`src/bp_pkg.sv`:
```
//------------------------------
// Shared widths, reset vector and BTB size
// Fetch FSM and jump kind enums, bus structs
//------------------------------
package bp_pkg;

    localparam int ADDR_BITS = 32;                    // Fetch address width
    localparam int XLEN = 64;                         // Register width
    localparam logic [ADDR_BITS-1:0] RESET_VECTOR = 32'h0000_1000;
    localparam int BTB_ENTRIES = 8;
    localparam int BTB_IDX_BITS = 3;                  // Index from pc[4:2]

    typedef enum logic [1:0] {
        ST_RESET,                                     // One idle cycle after reset
        ST_RUN,
        ST_STALL
    } bp_state_e;

    typedef enum logic [2:0] {
        JMP_NONE,
        JMP_JAL,
        JMP_BRANCH,                                   // Backward branches only
        JMP_CJ,
        JMP_CRET
    } bp_jmp_e;

    // Memory response
    typedef struct packed {
        logic                 valid;
        logic                 c_valid;                // Compressed decode allowed
        logic [ADDR_BITS-1:0] addr;
        logic [31:0]          data;
    } bp_resp_t;

    typedef struct packed {
        bp_jmp_e              kind;
        logic [ADDR_BITS-1:0] npc;                    // Target or addr + 4
    } bp_predec_t;

    // Execute stage writes
    typedef struct packed {
        logic                 valid;
        logic [ADDR_BITS-1:0] pc;
        logic [ADDR_BITS-1:0] target;
    } bp_btb_upd_t;

    typedef struct packed {
        logic                 valid;
        logic [ADDR_BITS-1:0] pc;
    } bp_redirect_t;

    typedef struct packed {
        logic                 valid;
        logic [ADDR_BITS-1:0] pc;
    } bp_req_t;

endpackage

```
`src/bp_btb.sv`:
```
//------------------------------
// Direct-mapped BTB with update port
//------------------------------
`timescale 1ns/1ps

module bp_btb (
    input  logic                            i_clk,
    input  logic                            i_arst_n,
    input  logic [bp_pkg::ADDR_BITS-1:0]    i_lookup_pc,  // Response address
    input  bp_pkg::bp_btb_upd_t             i_upd,        // Write from execute
    output logic                            o_hit,
    output logic [bp_pkg::ADDR_BITS-1:0]    o_target
);

    import bp_pkg::*;

    logic [BTB_ENTRIES-1:0]           valid_q;
    logic [ADDR_BITS-1:BTB_IDX_BITS+2] tag_q [BTB_ENTRIES];    // pc[31:5]
    logic [ADDR_BITS-1:0]             target_q [BTB_ENTRIES];
    logic [BTB_IDX_BITS-1:0]          rd_idx;
    logic [BTB_IDX_BITS-1:0]          wr_idx;

    assign rd_idx = i_lookup_pc[BTB_IDX_BITS+1:2];        // Word index
    assign wr_idx = i_upd.pc[BTB_IDX_BITS+1:2];

    // Valid bits
    always_ff @(posedge i_clk or negedge i_arst_n) begin
        if (!i_arst_n) begin
            valid_q <= '0;
        end else if (i_upd.valid) begin
            valid_q[wr_idx] <= 1'b1;
        end
    end

    // Tag and target storage
    always_ff @(posedge i_clk) begin
        if (i_upd.valid) begin
            tag_q[wr_idx]    <= i_upd.pc[ADDR_BITS-1:BTB_IDX_BITS+2];
            target_q[wr_idx] <= i_upd.target;             // Overwrites old entry
        end
    end

    // Lookup path is combinational, writes seen next cycle
    assign o_hit = valid_q[rd_idx]
                && (tag_q[rd_idx] == i_lookup_pc[ADDR_BITS-1:BTB_IDX_BITS+2]);
    assign o_target = target_q[rd_idx];

endmodule

```
`src/bp_fetch_ctrl.sv`:
```
//------------------------------
// Fetch FSM and next-PC priority select
//------------------------------
`timescale 1ns/1ps

module bp_fetch_ctrl (
    input  logic                            i_clk,
    input  logic                            i_arst_n,
    input  logic                            i_stall,      // Level, holds fetch
    input  logic                            i_resp_valid,
    input  bp_pkg::bp_predec_t              i_predec,
    input  logic                            i_btb_hit,
    input  logic [bp_pkg::ADDR_BITS-1:0]    i_btb_target,
    input  bp_pkg::bp_redirect_t            i_redirect,   // From execute
    output bp_pkg::bp_req_t                 o_req,
    output logic                            o_jmp         // Pre-decoded jump pulse
);

    import bp_pkg::*;

    bp_state_e            state_q;
    bp_state_e            state_d;
    logic [ADDR_BITS-1:0] pc_q;
    logic [ADDR_BITS-1:0] pc_d;
    logic                 resp_go;                         // Response taken this cycle

    // Responses dropped while stall is up
    assign resp_go = i_resp_valid && !i_stall;

    always_comb begin
        state_d = state_q;
        case (state_q)
            ST_RESET: state_d = i_stall ? ST_STALL : ST_RUN;  // Single idle cycle
            ST_RUN:   state_d = i_stall ? ST_STALL : ST_RUN;
            ST_STALL: state_d = i_stall ? ST_STALL : ST_RUN;
            default:  state_d = ST_RESET;
        endcase
    end

    // Redirect, then pre-decode, then BTB, then pc + 4
    always_comb begin
        pc_d = pc_q;                                       // Hold when idle
        if (i_redirect.valid) begin
            pc_d = i_redirect.pc;
        end else if (resp_go) begin
            if (i_predec.kind != JMP_NONE) begin
                pc_d = i_predec.npc;
            end else if (i_btb_hit) begin
                pc_d = i_btb_target;
            end else begin
                pc_d = i_predec.npc;                       // Sequential
            end
        end
    end

    always_ff @(posedge i_clk or negedge i_arst_n) begin
        if (!i_arst_n) begin
            state_q <= ST_RESET;
            pc_q    <= RESET_VECTOR;
        end else begin
            state_q <= state_d;
            pc_q    <= pc_d;
        end
    end

    assign o_req = '{valid: (state_q == ST_RUN), pc: pc_q};
    assign o_jmp = resp_go && (i_predec.kind != JMP_NONE);

endmodule

```
`src/bp_predecoder.sv`:
```
//------------------------------
// Jump pre-decoder for fetched words
// JAL, backward branch, C.J, C.RET targets
//------------------------------
`timescale 1ns/1ps

module bp_predecoder (
    input  bp_pkg::bp_resp_t          i_resp,     // Fetch response word
    input  logic [bp_pkg::XLEN-1:0]   i_ra,       // Return address register
    output bp_pkg::bp_predec_t        o_predec    // Jump kind and next pc
);

    import bp_pkg::*;

    logic [31:0]          inst;
    logic [ADDR_BITS-1:0] jal_imm;
    logic [ADDR_BITS-1:0] br_imm;
    logic [ADDR_BITS-1:0] cj_imm;
    logic [ADDR_BITS-1:0] jal_tgt;
    logic [ADDR_BITS-1:0] br_tgt;
    logic [ADDR_BITS-1:0] cj_tgt;
    logic                 is_jal;
    logic                 is_branch;
    logic                 is_cj;
    logic                 is_cret;

    assign inst = i_resp.data;

    // J-type offset, sign from bit 31
    assign jal_imm = {{(ADDR_BITS-20){inst[31]}}, inst[19:12], inst[20],
                      inst[30:21], 1'b0};
    // B-type offset
    assign br_imm = {{(ADDR_BITS-12){inst[31]}}, inst[7], inst[30:25],
                     inst[11:8], 1'b0};
    // CJ offset, scrambled field of the 16-bit word
    assign cj_imm = {{(ADDR_BITS-11){inst[12]}}, inst[8], inst[10:9], inst[6],
                     inst[7], inst[2], inst[11], inst[5:3], 1'b0};

    assign jal_tgt = i_resp.addr + jal_imm;
    assign br_tgt  = i_resp.addr + br_imm;
    assign cj_tgt  = i_resp.addr + cj_imm;

    assign is_jal    = (inst[6:0] == 7'h6f);
    assign is_branch = (inst[6:0] == 7'h63) && inst[31];   // Negative offset only
    assign is_cj     = i_resp.c_valid && (inst[15:13] == 3'h5) && (inst[1:0] == 2'h1);
    assign is_cret   = i_resp.c_valid && (inst[15:0] == 16'h8082);

    always_comb begin
        bp_jmp_e kind;

        kind = JMP_NONE;
        o_predec.npc = i_resp.addr + 32'd4;                // Fall-through default
        if (is_jal) begin
            kind = JMP_JAL;
            o_predec.npc = jal_tgt;
        end else if (is_branch) begin
            kind = JMP_BRANCH;
            o_predec.npc = br_tgt;
        end else if (is_cj) begin
            kind = JMP_CJ;
            o_predec.npc = cj_tgt;
        end else if (is_cret) begin
            kind = JMP_CRET;
            o_predec.npc = i_ra[ADDR_BITS-1:0];            // RAS stand-in
        end
        // No jump without a live response
        o_predec.kind = i_resp.valid ? kind : JMP_NONE;
    end

endmodule

```
`src/bp_top.sv`:
```
//------------------------------
// Prediction front end top level
//------------------------------
`timescale 1ns/1ps

module bp_top (
    input  logic                        i_clk,
    input  logic                        i_arst_n,
    input  bp_pkg::bp_resp_t            i_resp,       // Memory response
    input  logic [bp_pkg::XLEN-1:0]     i_ra,
    input  bp_pkg::bp_redirect_t        i_redirect,
    input  bp_pkg::bp_btb_upd_t         i_btb_upd,
    input  logic                        i_stall,
    output bp_pkg::bp_req_t             o_req,        // Next fetch
    output logic                        o_jmp
);

    import bp_pkg::*;

    bp_predec_t           predec;
    logic                 btb_hit;
    logic [ADDR_BITS-1:0] btb_target;

    bp_predecoder u_predec (
        .i_resp   (i_resp),
        .i_ra     (i_ra),
        .o_predec (predec)
    );

    // Looked up with the response address
    bp_btb u_btb (
        .i_clk       (i_clk),
        .i_arst_n    (i_arst_n),
        .i_lookup_pc (i_resp.addr),
        .i_upd       (i_btb_upd),
        .o_hit       (btb_hit),
        .o_target    (btb_target)
    );

    bp_fetch_ctrl u_ctrl (
        .i_clk        (i_clk),
        .i_arst_n     (i_arst_n),
        .i_stall      (i_stall),
        .i_resp_valid (i_resp.valid),
        .i_predec     (predec),
        .i_btb_hit    (btb_hit),
        .i_btb_target (btb_target),
        .i_redirect   (i_redirect),
        .o_req        (o_req),
        .o_jmp        (o_jmp)
    );

endmodule

```
`config.mk`:
```
export PLATFORM = sky130hd
export DESIGN_NAME = bp_top
export DESIGN_NICKNAME = d
export VERILOG_FILES = /design/src/bp_pkg.sv /design/src/bp_btb.sv /design/src/bp_fetch_ctrl.sv /design/src/bp_predecoder.sv /design/src/bp_top.sv
export SDC_FILE = /design/constraint.sdc
export NUM_CORES = 1
export LEC_CHECK = 0
export ABC_AREA = 1
export BUFFER_PORTS_ARGS = -buffer_cell sky130_fd_sc_hd__clkbuf_2
export CAP_MARGIN = 10
export CORE_ASPECT_RATIO = 1.4
export CORE_MARGIN = 10
export CORE_UTILIZATION = 50
export CTS_BUF_LIST = sky130_fd_sc_hd__clkbuf_4
export DETAILED_ROUTE_END_ITERATION = 8
export GPL_TIMING_DRIVEN = 1
export PLACE_DENSITY_LB_ADDON = 0.2
export RECOVER_POWER = 100
export REMOVE_ABC_BUFFERS = 1
export SLEW_MARGIN = 20
export SYNTH_ARGS = -nofsm -noshare
export SYNTH_HDL_FRONTEND = slang
export SYNTH_HIERARCHICAL = 1
export SYNTH_SLANG_ARGS = --single-unit
```
`constraint.sdc`:
```
create_clock -name i_clk -period 6.3 [get_ports i_clk]
set_clock_uncertainty 0.2 [all_clocks]
set_input_delay 0.63 -clock i_clk [delete_from_list [all_inputs] [get_ports i_clk]]
set_output_delay 0.63 -clock i_clk [all_outputs]
set_load 0.02 [all_outputs]
```
==> results of run 1 <==
-- registers in the layout, indices dropped and copies added (netlist names) --
| name | flops |
|---|---|
| u_btb/target_q | 256 |
| u_btb/tag_q | 216 |
| u_ctrl/pc_q | 32 |
| u_btb/valid_q | 8 |
| u_ctrl/state_q | 2 |
-- where the power goes --
| part | internal (mW) | switching, mW |
|---|---|---|
| logic | 0.416 | 0.923 |
| clock network | 1.13 | 1.24 |
| registers | 3.86 | 0.0348 |
| total | 5.40 | 2.20 |
-- metal layers --
layer | wire length (um) | vias up | track usage, %
met1 | 37430 | 12440 | 33.01
met5 | 15 | - | 0
li1 | - | 12780 | -
met2 | 47970 | 1205 | 47.15
met3 | 8163 | 250 | 4.512
met4 | 5899 | 4 | 17.23
-- critical path: stages --
cell	delay, ns
clkbuf_1	0.18
nand2_1	0.15
nor2_1	1.54
clkbuf_1	2.47
-- metrics by stage --
step           total power [mW]  utilization, %
2_1_floorplan             4.723               -
3_3_place_gp              5.218           53.60
3_5_place_dp              5.233           53.63
4_1_cts                   7.647           57.51
5_1_grt                   7.966           57.16
6_report                  7.598           57.17
-- cell type report --
class	instances	area [um2]	share of cell area, %
inverters	479	1807	5.381
repair buffers	357	2213	6.592
well taps	749	937.1	2.791
multi-input cells	2532	12020	35.81
clock buffers	152	1141	3.399
flip-flops and latches	514	15230	45.35
clock inverters	47	206.4	0.6149
diodes	9	22.52	0.06708
-- cell families after synthesis --
kind of cell,after synthesis,synth area share (%)
AND/OR/NAND/NOR,1971,27.65
buffers and inverters,621,8.296
flip-flops,514,51.24
AO/OA/AOI/OAI,442,8.275
adder cells (fa/ha/maj),75,3.234
XOR/XNOR,44,1.297
-- worst max path at each step --
stage	start	end	slack [ns]	depth (start not counted)
6_report	i_btb_upd[34]	u_btb/target_q[7][7]	1.40	4
5_1_grt	i_btb_upd[34]	u_btb/valid_q[3]	1.21	5
4_1_cts	i_resp[31]	o_jmp	2.41	10
2_1_floorplan	i_resp[34]	u_ctrl/pc_q[17]	2.17	16
3_5_place_dp	i_resp[34]	u_ctrl/pc_q[7]	1.88	18
3_3_place_gp	i_resp[34]	u_ctrl/pc_q[7]	1.93	16
-- cells in the final DEF, fill, tap and decap left out, drive strengths merged, types with 27 or more instances in the layout --
master,instances
o21ai,224
nand3,378
xor2,32
dlygate4sd3,93
a21oi,97
clkbuf,389
clkinv,44
inv,480
nor2,474
edfxtp,472
dfrtp,41
buf,27
ha,72
nor3,31
o22ai,34
nand2,1024
a31oi,38
-- synth_stat cells (11+ instances only) --
cell | instances | share of area, %
a21oi_1 | 96 | 1.6
a31oi_1 | 38 | 0.80
buf_2 | 71 | 1.2
clkbuf_1 | 53 | 0.67
dfrtp_1 | 41 | 3.5
edfxtp_1 | 472 | 48
ha_1 | 72 | 3.0
inv_1 | 471 | 6.0
nand2_1 | 1016 | 13
nand3_1 | 377 | 6.4
nand3b_1 | 23 | 0.58
nand4_1 | 20 | 0.42
nor2_1 | 464 | 5.9
nor3_1 | 24 | 0.40
o211ai_1 | 18 | 0.45
o21ai_0 | 209 | 3.5
o21ai_1 | 11 | 0.19
o21bai_1 | 14 | 0.35
o22ai_1 | 34 | 0.72
or2_2 | 15 | 0.32
xnor2_1 | 12 | 0.35
xor2_1 | 32 | 0.94
==> results.py, run 1 <==
metrics = {
    "final_layout": {
        "postLayoutCellArea_um2": 33570,
        "layout_cell_share_with_drive_strength_beyond_1_pct": 9.385,
        "final_cell_count_no_fill": 4839,
        "synthToLayoutAreaGrowth_pct": 13.00,
        "finalNetCount": 4298,
        "fill_cells": 5536,
    },
    "timing": {
        "max_slew_margin_pct": -123.9,
        "hold_ws_ns": 0.005337,
        "finalSetupViolCount": 0,
        "layout_setup_ws_ns": 1.405,
        "tns_ns": 0,
        "hold_violation_count_in_the_final_report": 0,
        "clock.fmax_mhz": 204.3,
        "slew_worst_pin_ns": 3.358,
        "layout_worst_path_cycle_share_pct": 77.71,
        "timing_max_transition_violations_final": 393,
        "rsz0062_at_grt": "no",
        "timing.final.crit_period_ns": 4.895,
    },
    "placement": {
        "placed_area_um2": 31490,
        "post_place_setup_slack_ns": 1.877,
        "detailedPlacementHpwl_um": 67940,
        "port_buffers": 230,
        "gp_congestion": 0.9679,
        "placed_cells_incl_taps": 4538,
    },
    "global_route": {
        "grt_max_degree": 124,
        "grt_pass1_vias": 25670,
        "grt_antenna_before_repair": 10,
        "grt_util_all_layers_pct": 28.01,
        "grt_pass1_wl_um": 148200,
        "globalRouteOverflowTotal": 0,
    },
    "routing": {
        "postRouteAntennaNets": 0,
        "remaining_design_rule_violation_count": 0,
        "num_vias": 26670,
        "drtIter0Drc": 2563,
        "firstDrtPassIters": 6,
        "vias_per_cell": 5.512,
        "wl_per_cell_um": 20.56,
        "drt_wl_total_um": 99480,
    },
    "synth": {
        "number_of_instances_in_the_synthesized_netlist": 3667,
        "synth.ff_latch_count": 514,
        "synthArstFlopShare_pct": 8.171,
        "postSynth.topFlopCell": "edfxtp_1",
        "number_of_warnings_printed_during_yosys_synthesis": 6,
        "yosysSeqAreaShare_pct": 51.24,
        "synthDistinctLibCells": 49,
        "synth_area_um2": 29710,
        "synth.avg_cell_area_um2": 8.103,
        "synth_enable_flop_cells": 472,
    },
    "worst_setup_path": {
        "setup.worst_path.class": "input pin to flip-flop",
        "regToRegSetupSlack_ns": 2.59,
        "critical_path_peak_fanout": 43,
        "worstReg2RegStart": "u_btb/tag_q[1][23]",
        "timing.critical_path.arrival_ns": 5.00,
        "endpoint_type_of_the_worst_setup_path": "flip-flop",
        "worst-endpoint-required_ns": 6.41,
        "crit_path_start_kind": "input pin",
        "rr_worst_depth": 18,
        "r2r-end": "u_ctrl/pc_q[29]",
    },
    "power_and_ir_drop": {
        "power_density_over_cell_area_nw_per_um2": 226.3,
        "irDropWorstVdd_uv": 146.2,
        "leakage_power_total_nw": 14.83,
    },
    "die": {
        "design.core.area_um2": 58730,
        "initial_core_utilization_pct": 50.60,
        "floorplan.die_area_um2": 69710,
        "die_w_um": 226.0,
        "rows": 105,
        "top_level_ports": 265,
        "die-height_um": 308.4,
    },
    "run_status": {
        "failed_checks": "capacitance limit, slew limit",
        "status": "complete, but fails checks",
    },
    "clock_network": {
        "cts_max_level": 3,
        "postCtsResizedCells": 0,
        "cts_tree": "yes",
        "worst_setup_hold_path_clk_slew_ns": 0.08,
        "post_cts_buffers": 0,
        "maximum_buffer_depth_of_the_clock_tree": 3,
        "postCtsHoldBufs": 93,
        "cts-root-buf": "clkbuf_4",
        "insertion_delay_ns": 0.84,
        "numCtsBuffers": 108,
        "clock_sink_count": 514,
    },
    "min_path": {
        "whs_endpoint": "u_btb/valid_q[4]",
        "worst_hold_startpoint": "i_btb_upd[36]",
        "hp-class": "input pin to flip-flop",
        "timing.hold.worst_path_depth": 3,
    },
    "flow_run": {
        "maxCapViolCount": 13,
    },
}
(Power assumes the default switching activity.)
==> run 2: changes to the inputs <==
Clock period 6.3 ns to 4.8 ns, I/O delays scaled along.
==> run 2 against run 1 <==
The run still ends with capacitance limit, slew limit left. Flip-flop and latch count stayed put. Final area is 1.0% higher. Sequential power is 31% higher. Count of clock-buffer cells in the layout is 2 lower. Routed wire length is 0.39% higher. Critical path depth is 1 higher. Hold slack worse by 0.0025 ns. Non-clock buffer count is 26 higher. Clock power is 32% higher. First-iteration DRC count is 7.8% lower. Die area stayed put. Critical endpoint is now u_btb/tag_q[4][22]. Largest cell class unchanged. Largest power group unchanged.
==> results.py, run 2 (synthesis gave the netlist of run 1 again) <==
metrics = {
    "routing": {
        "met2_wirelength_um": 46760,
        "topRoutingLayerUsed": "met5",
        "vias_per_cell": 5.487,
        "wl_per_cell_um": 20.58,
        "drtIter0Drc": 2364,
        "remaining_design_rule_violation_count": 0,
        "firstDrtPassIters": 8,
        "route.layer.met1.wl_um": 37530,
        "drt_wl_total_um": 99870,
        "postRouteAntennaNets": 0,
        "num_vias": 26630,
        "routed_wire_length_on_met3_um": 7695,
    },
    "timing": {
        "max_slew_margin_pct": -96.94,
        "rsz0062_at_grt": "no",
        "tns_ns": 0,
        "layout_worst_path_cycle_share_pct": 86.07,
        "slew_worst_pin_ns": 2.943,
        "timing.final.crit_period_ns": 4.131,
        "layout_setup_ws_ns": 0.6688,
        "clock.fmax_mhz": 242.1,
        "hold_violation_count_in_the_final_report": 0,
        "finalSetupViolCount": 0,
        "timing_max_transition_violations_final": 253,
    },
    "final_layout": {
        "synthToLayoutAreaGrowth_pct": 14.12,
        "layout.core_utilization_pct": 57.74,
        "finalNetCount": 4324,
        "layout_cell_share_with_drive_strength_beyond_1_pct": 9.621,
        "most_common_cell_after_layout_fill_and_taps_aside": "nand2_1",
        "postLayoutCellArea_um2": 33910,
        "final_cell_count_no_fill": 4852,
        "largest-register": "u_btb/target_q",
        "most-common-layout-cells": "nand2_1, edfxtp_1, inv_1",
        "largest_reg_flops": 256,
        "biggestRegsByFlops": "u_btb/target_q x256, u_btb/tag_q x216, u_ctrl/pc_q x32",
    },
    "min_path": {
        "hp-class": "input pin to flip-flop",
    },
    "placement": {
        "post_place_setup_slack_ns": 0.6343,
        "port_buffers": 230,
        "detailedPlacementHpwl_um": 69640,
        "placed_area_um2": 31740,
        "placed_cells_incl_taps": 4551,
        "gp_congestion": 0.9922,
    },
    "clock_network": {
        "postCtsResizedCells": 0,
        "insertion_delay_ns": 0.85,
        "worst_setup_hold_path_clk_slew_ns": 0.08,
        "clock_sink_count": 514,
        "cts_max_level": 3,
        "cts_tree": "yes",
        "numCtsBuffers": 108,
        "maximum_buffer_depth_of_the_clock_tree": 3,
        "post_cts_buffers": 0,
        "cts-root-buf": "clkbuf_4",
        "postCtsHoldBufs": 106,
    },
    "run_status": {
        "failed_checks": "capacitance limit, slew limit",
        "status": "complete, but fails checks",
    },
    "worst_setup_path": {
        "timing.critical_path.arrival_ns": 4.32,
        "setup.worst_path.class": "input pin to flip-flop",
        "worst-endpoint-required_ns": 4.99,
        "endpoint_type_of_the_worst_setup_path": "flip-flop",
        "critical_path_peak_fanout": 41,
        "crit_path_start_kind": "input pin",
    },
    "global_route": {
        "grt_util_all_layers_pct": 28.10,
        "grt_pass1_vias": 25630,
        "globalRouteOverflowTotal": 0,
        "grt_max_degree": 100,
        "grt_pass1_wl_um": 148100,
        "grt_antenna_before_repair": 8,
    },
    "power_and_ir_drop": {
        "irDropWorstVdd_uv": 236.6,
        "leakage_power_total_nw": 14.96,
        "fraction_of_power_spent_switching_nets_pct": 28.91,
        "seqPwrFrac_pct": 50.9,
        "power.share.clock_pct": 31.1,
        "power_density_over_cell_area_nw_per_um2": 295.7,
        "combPwrFrac_pct": 18.0,
        "internal_power_mw": 7.129,
        "switchingPower_mw": 2.899,
    },
    "die": {
        "die-height_um": 308.4,
        "design.core.area_um2": 58730,
        "floorplan.die_area_um2": 69710,
        "top_level_ports": 265,
        "initial_core_utilization_pct": 50.60,
        "rows": 105,
        "die_w_um": 226.0,
    },
    "flow_run": {
        "maxCapViolCount": 9,
    },
}
run 2: changes by cell type in the layout (fill, tap and decap cells not counted), sizes merged:
cell,delta
buf,+12
bufinv,+1
clkbuf,-1
clkinv,-10
diode,-1
dlygate4sd3,+13
inv,-1
run 2: through the flow:
stage          power (mW)  hold slack [ns]
5_1_grt             10.49         0.003096
4_1_cts             10.10         0.002558
2_1_floorplan       6.199         -0.01559
6_report            10.03         0.002885
3_3_place_gp        6.891           0.2407
3_5_place_dp        6.907           0.2495
run 2: critical path: stages:
cell,delay (ns)
dlygate4sd3_1,0.62
clkbuf_1,0.16
nand2_1,0.10
nor2_1,1.61
clkbuf_2,1.31
run 2: final cells by class:
type	instances	area, um2
Inverter	479	1807
Sequential cell	514	15230
Clock inverter	37	195.2
Timing Repair Buffer	383	2576
Clock buffer	150	1126
Tap cell	749	937.1
Multi-Input combinational cell	2532	12020
Fill cell	5412	24820
Antenna cell	8	20.02
run 2: power groups by stage:
stage | sequential (mW) | clock (mW) | combinational [mW]
after detailed placement | 5.20 | 0 | 1.71
final | 5.11 | 3.12 | 1.80
after global routing | 5.12 | 3.40 | 1.98
after global placement | 5.19 | 0 | 1.70
after floorplan | 5.23 | 0 | 0.964
after CTS | 5.10 | 3.20 | 1.79
run 2: worst paths after layout:
kind                                   start                 end  slack, ns  cells past startpoint
min in group asynchronous           i_arst_n     u_ctrl/pc_q[29]       1.40                      4
setup / recovery               i_btb_upd[36]  u_btb/tag_q[4][22]       0.67                      5
hold reg to reg            u_ctrl/state_q[0]   u_ctrl/state_q[0]       0.27                      1
max in group asynchronous           i_arst_n    u_btb/valid_q[7]       1.47                      4
hold / removal                 i_btb_upd[64]    u_btb/valid_q[2]      0.003                      3
setup reg to reg           u_btb/tag_q[7][3]      u_ctrl/pc_q[0]       1.24                     17
run 2: per-layer routing:
layer | vias to the layer above | track usage, %
li1 | 12830 | -
met1 | 12300 | 32.59
met2 | 1180 | 45.97
met3 | 317 | 4.731
met4 | 4 | 21.28
met5 | - | 0
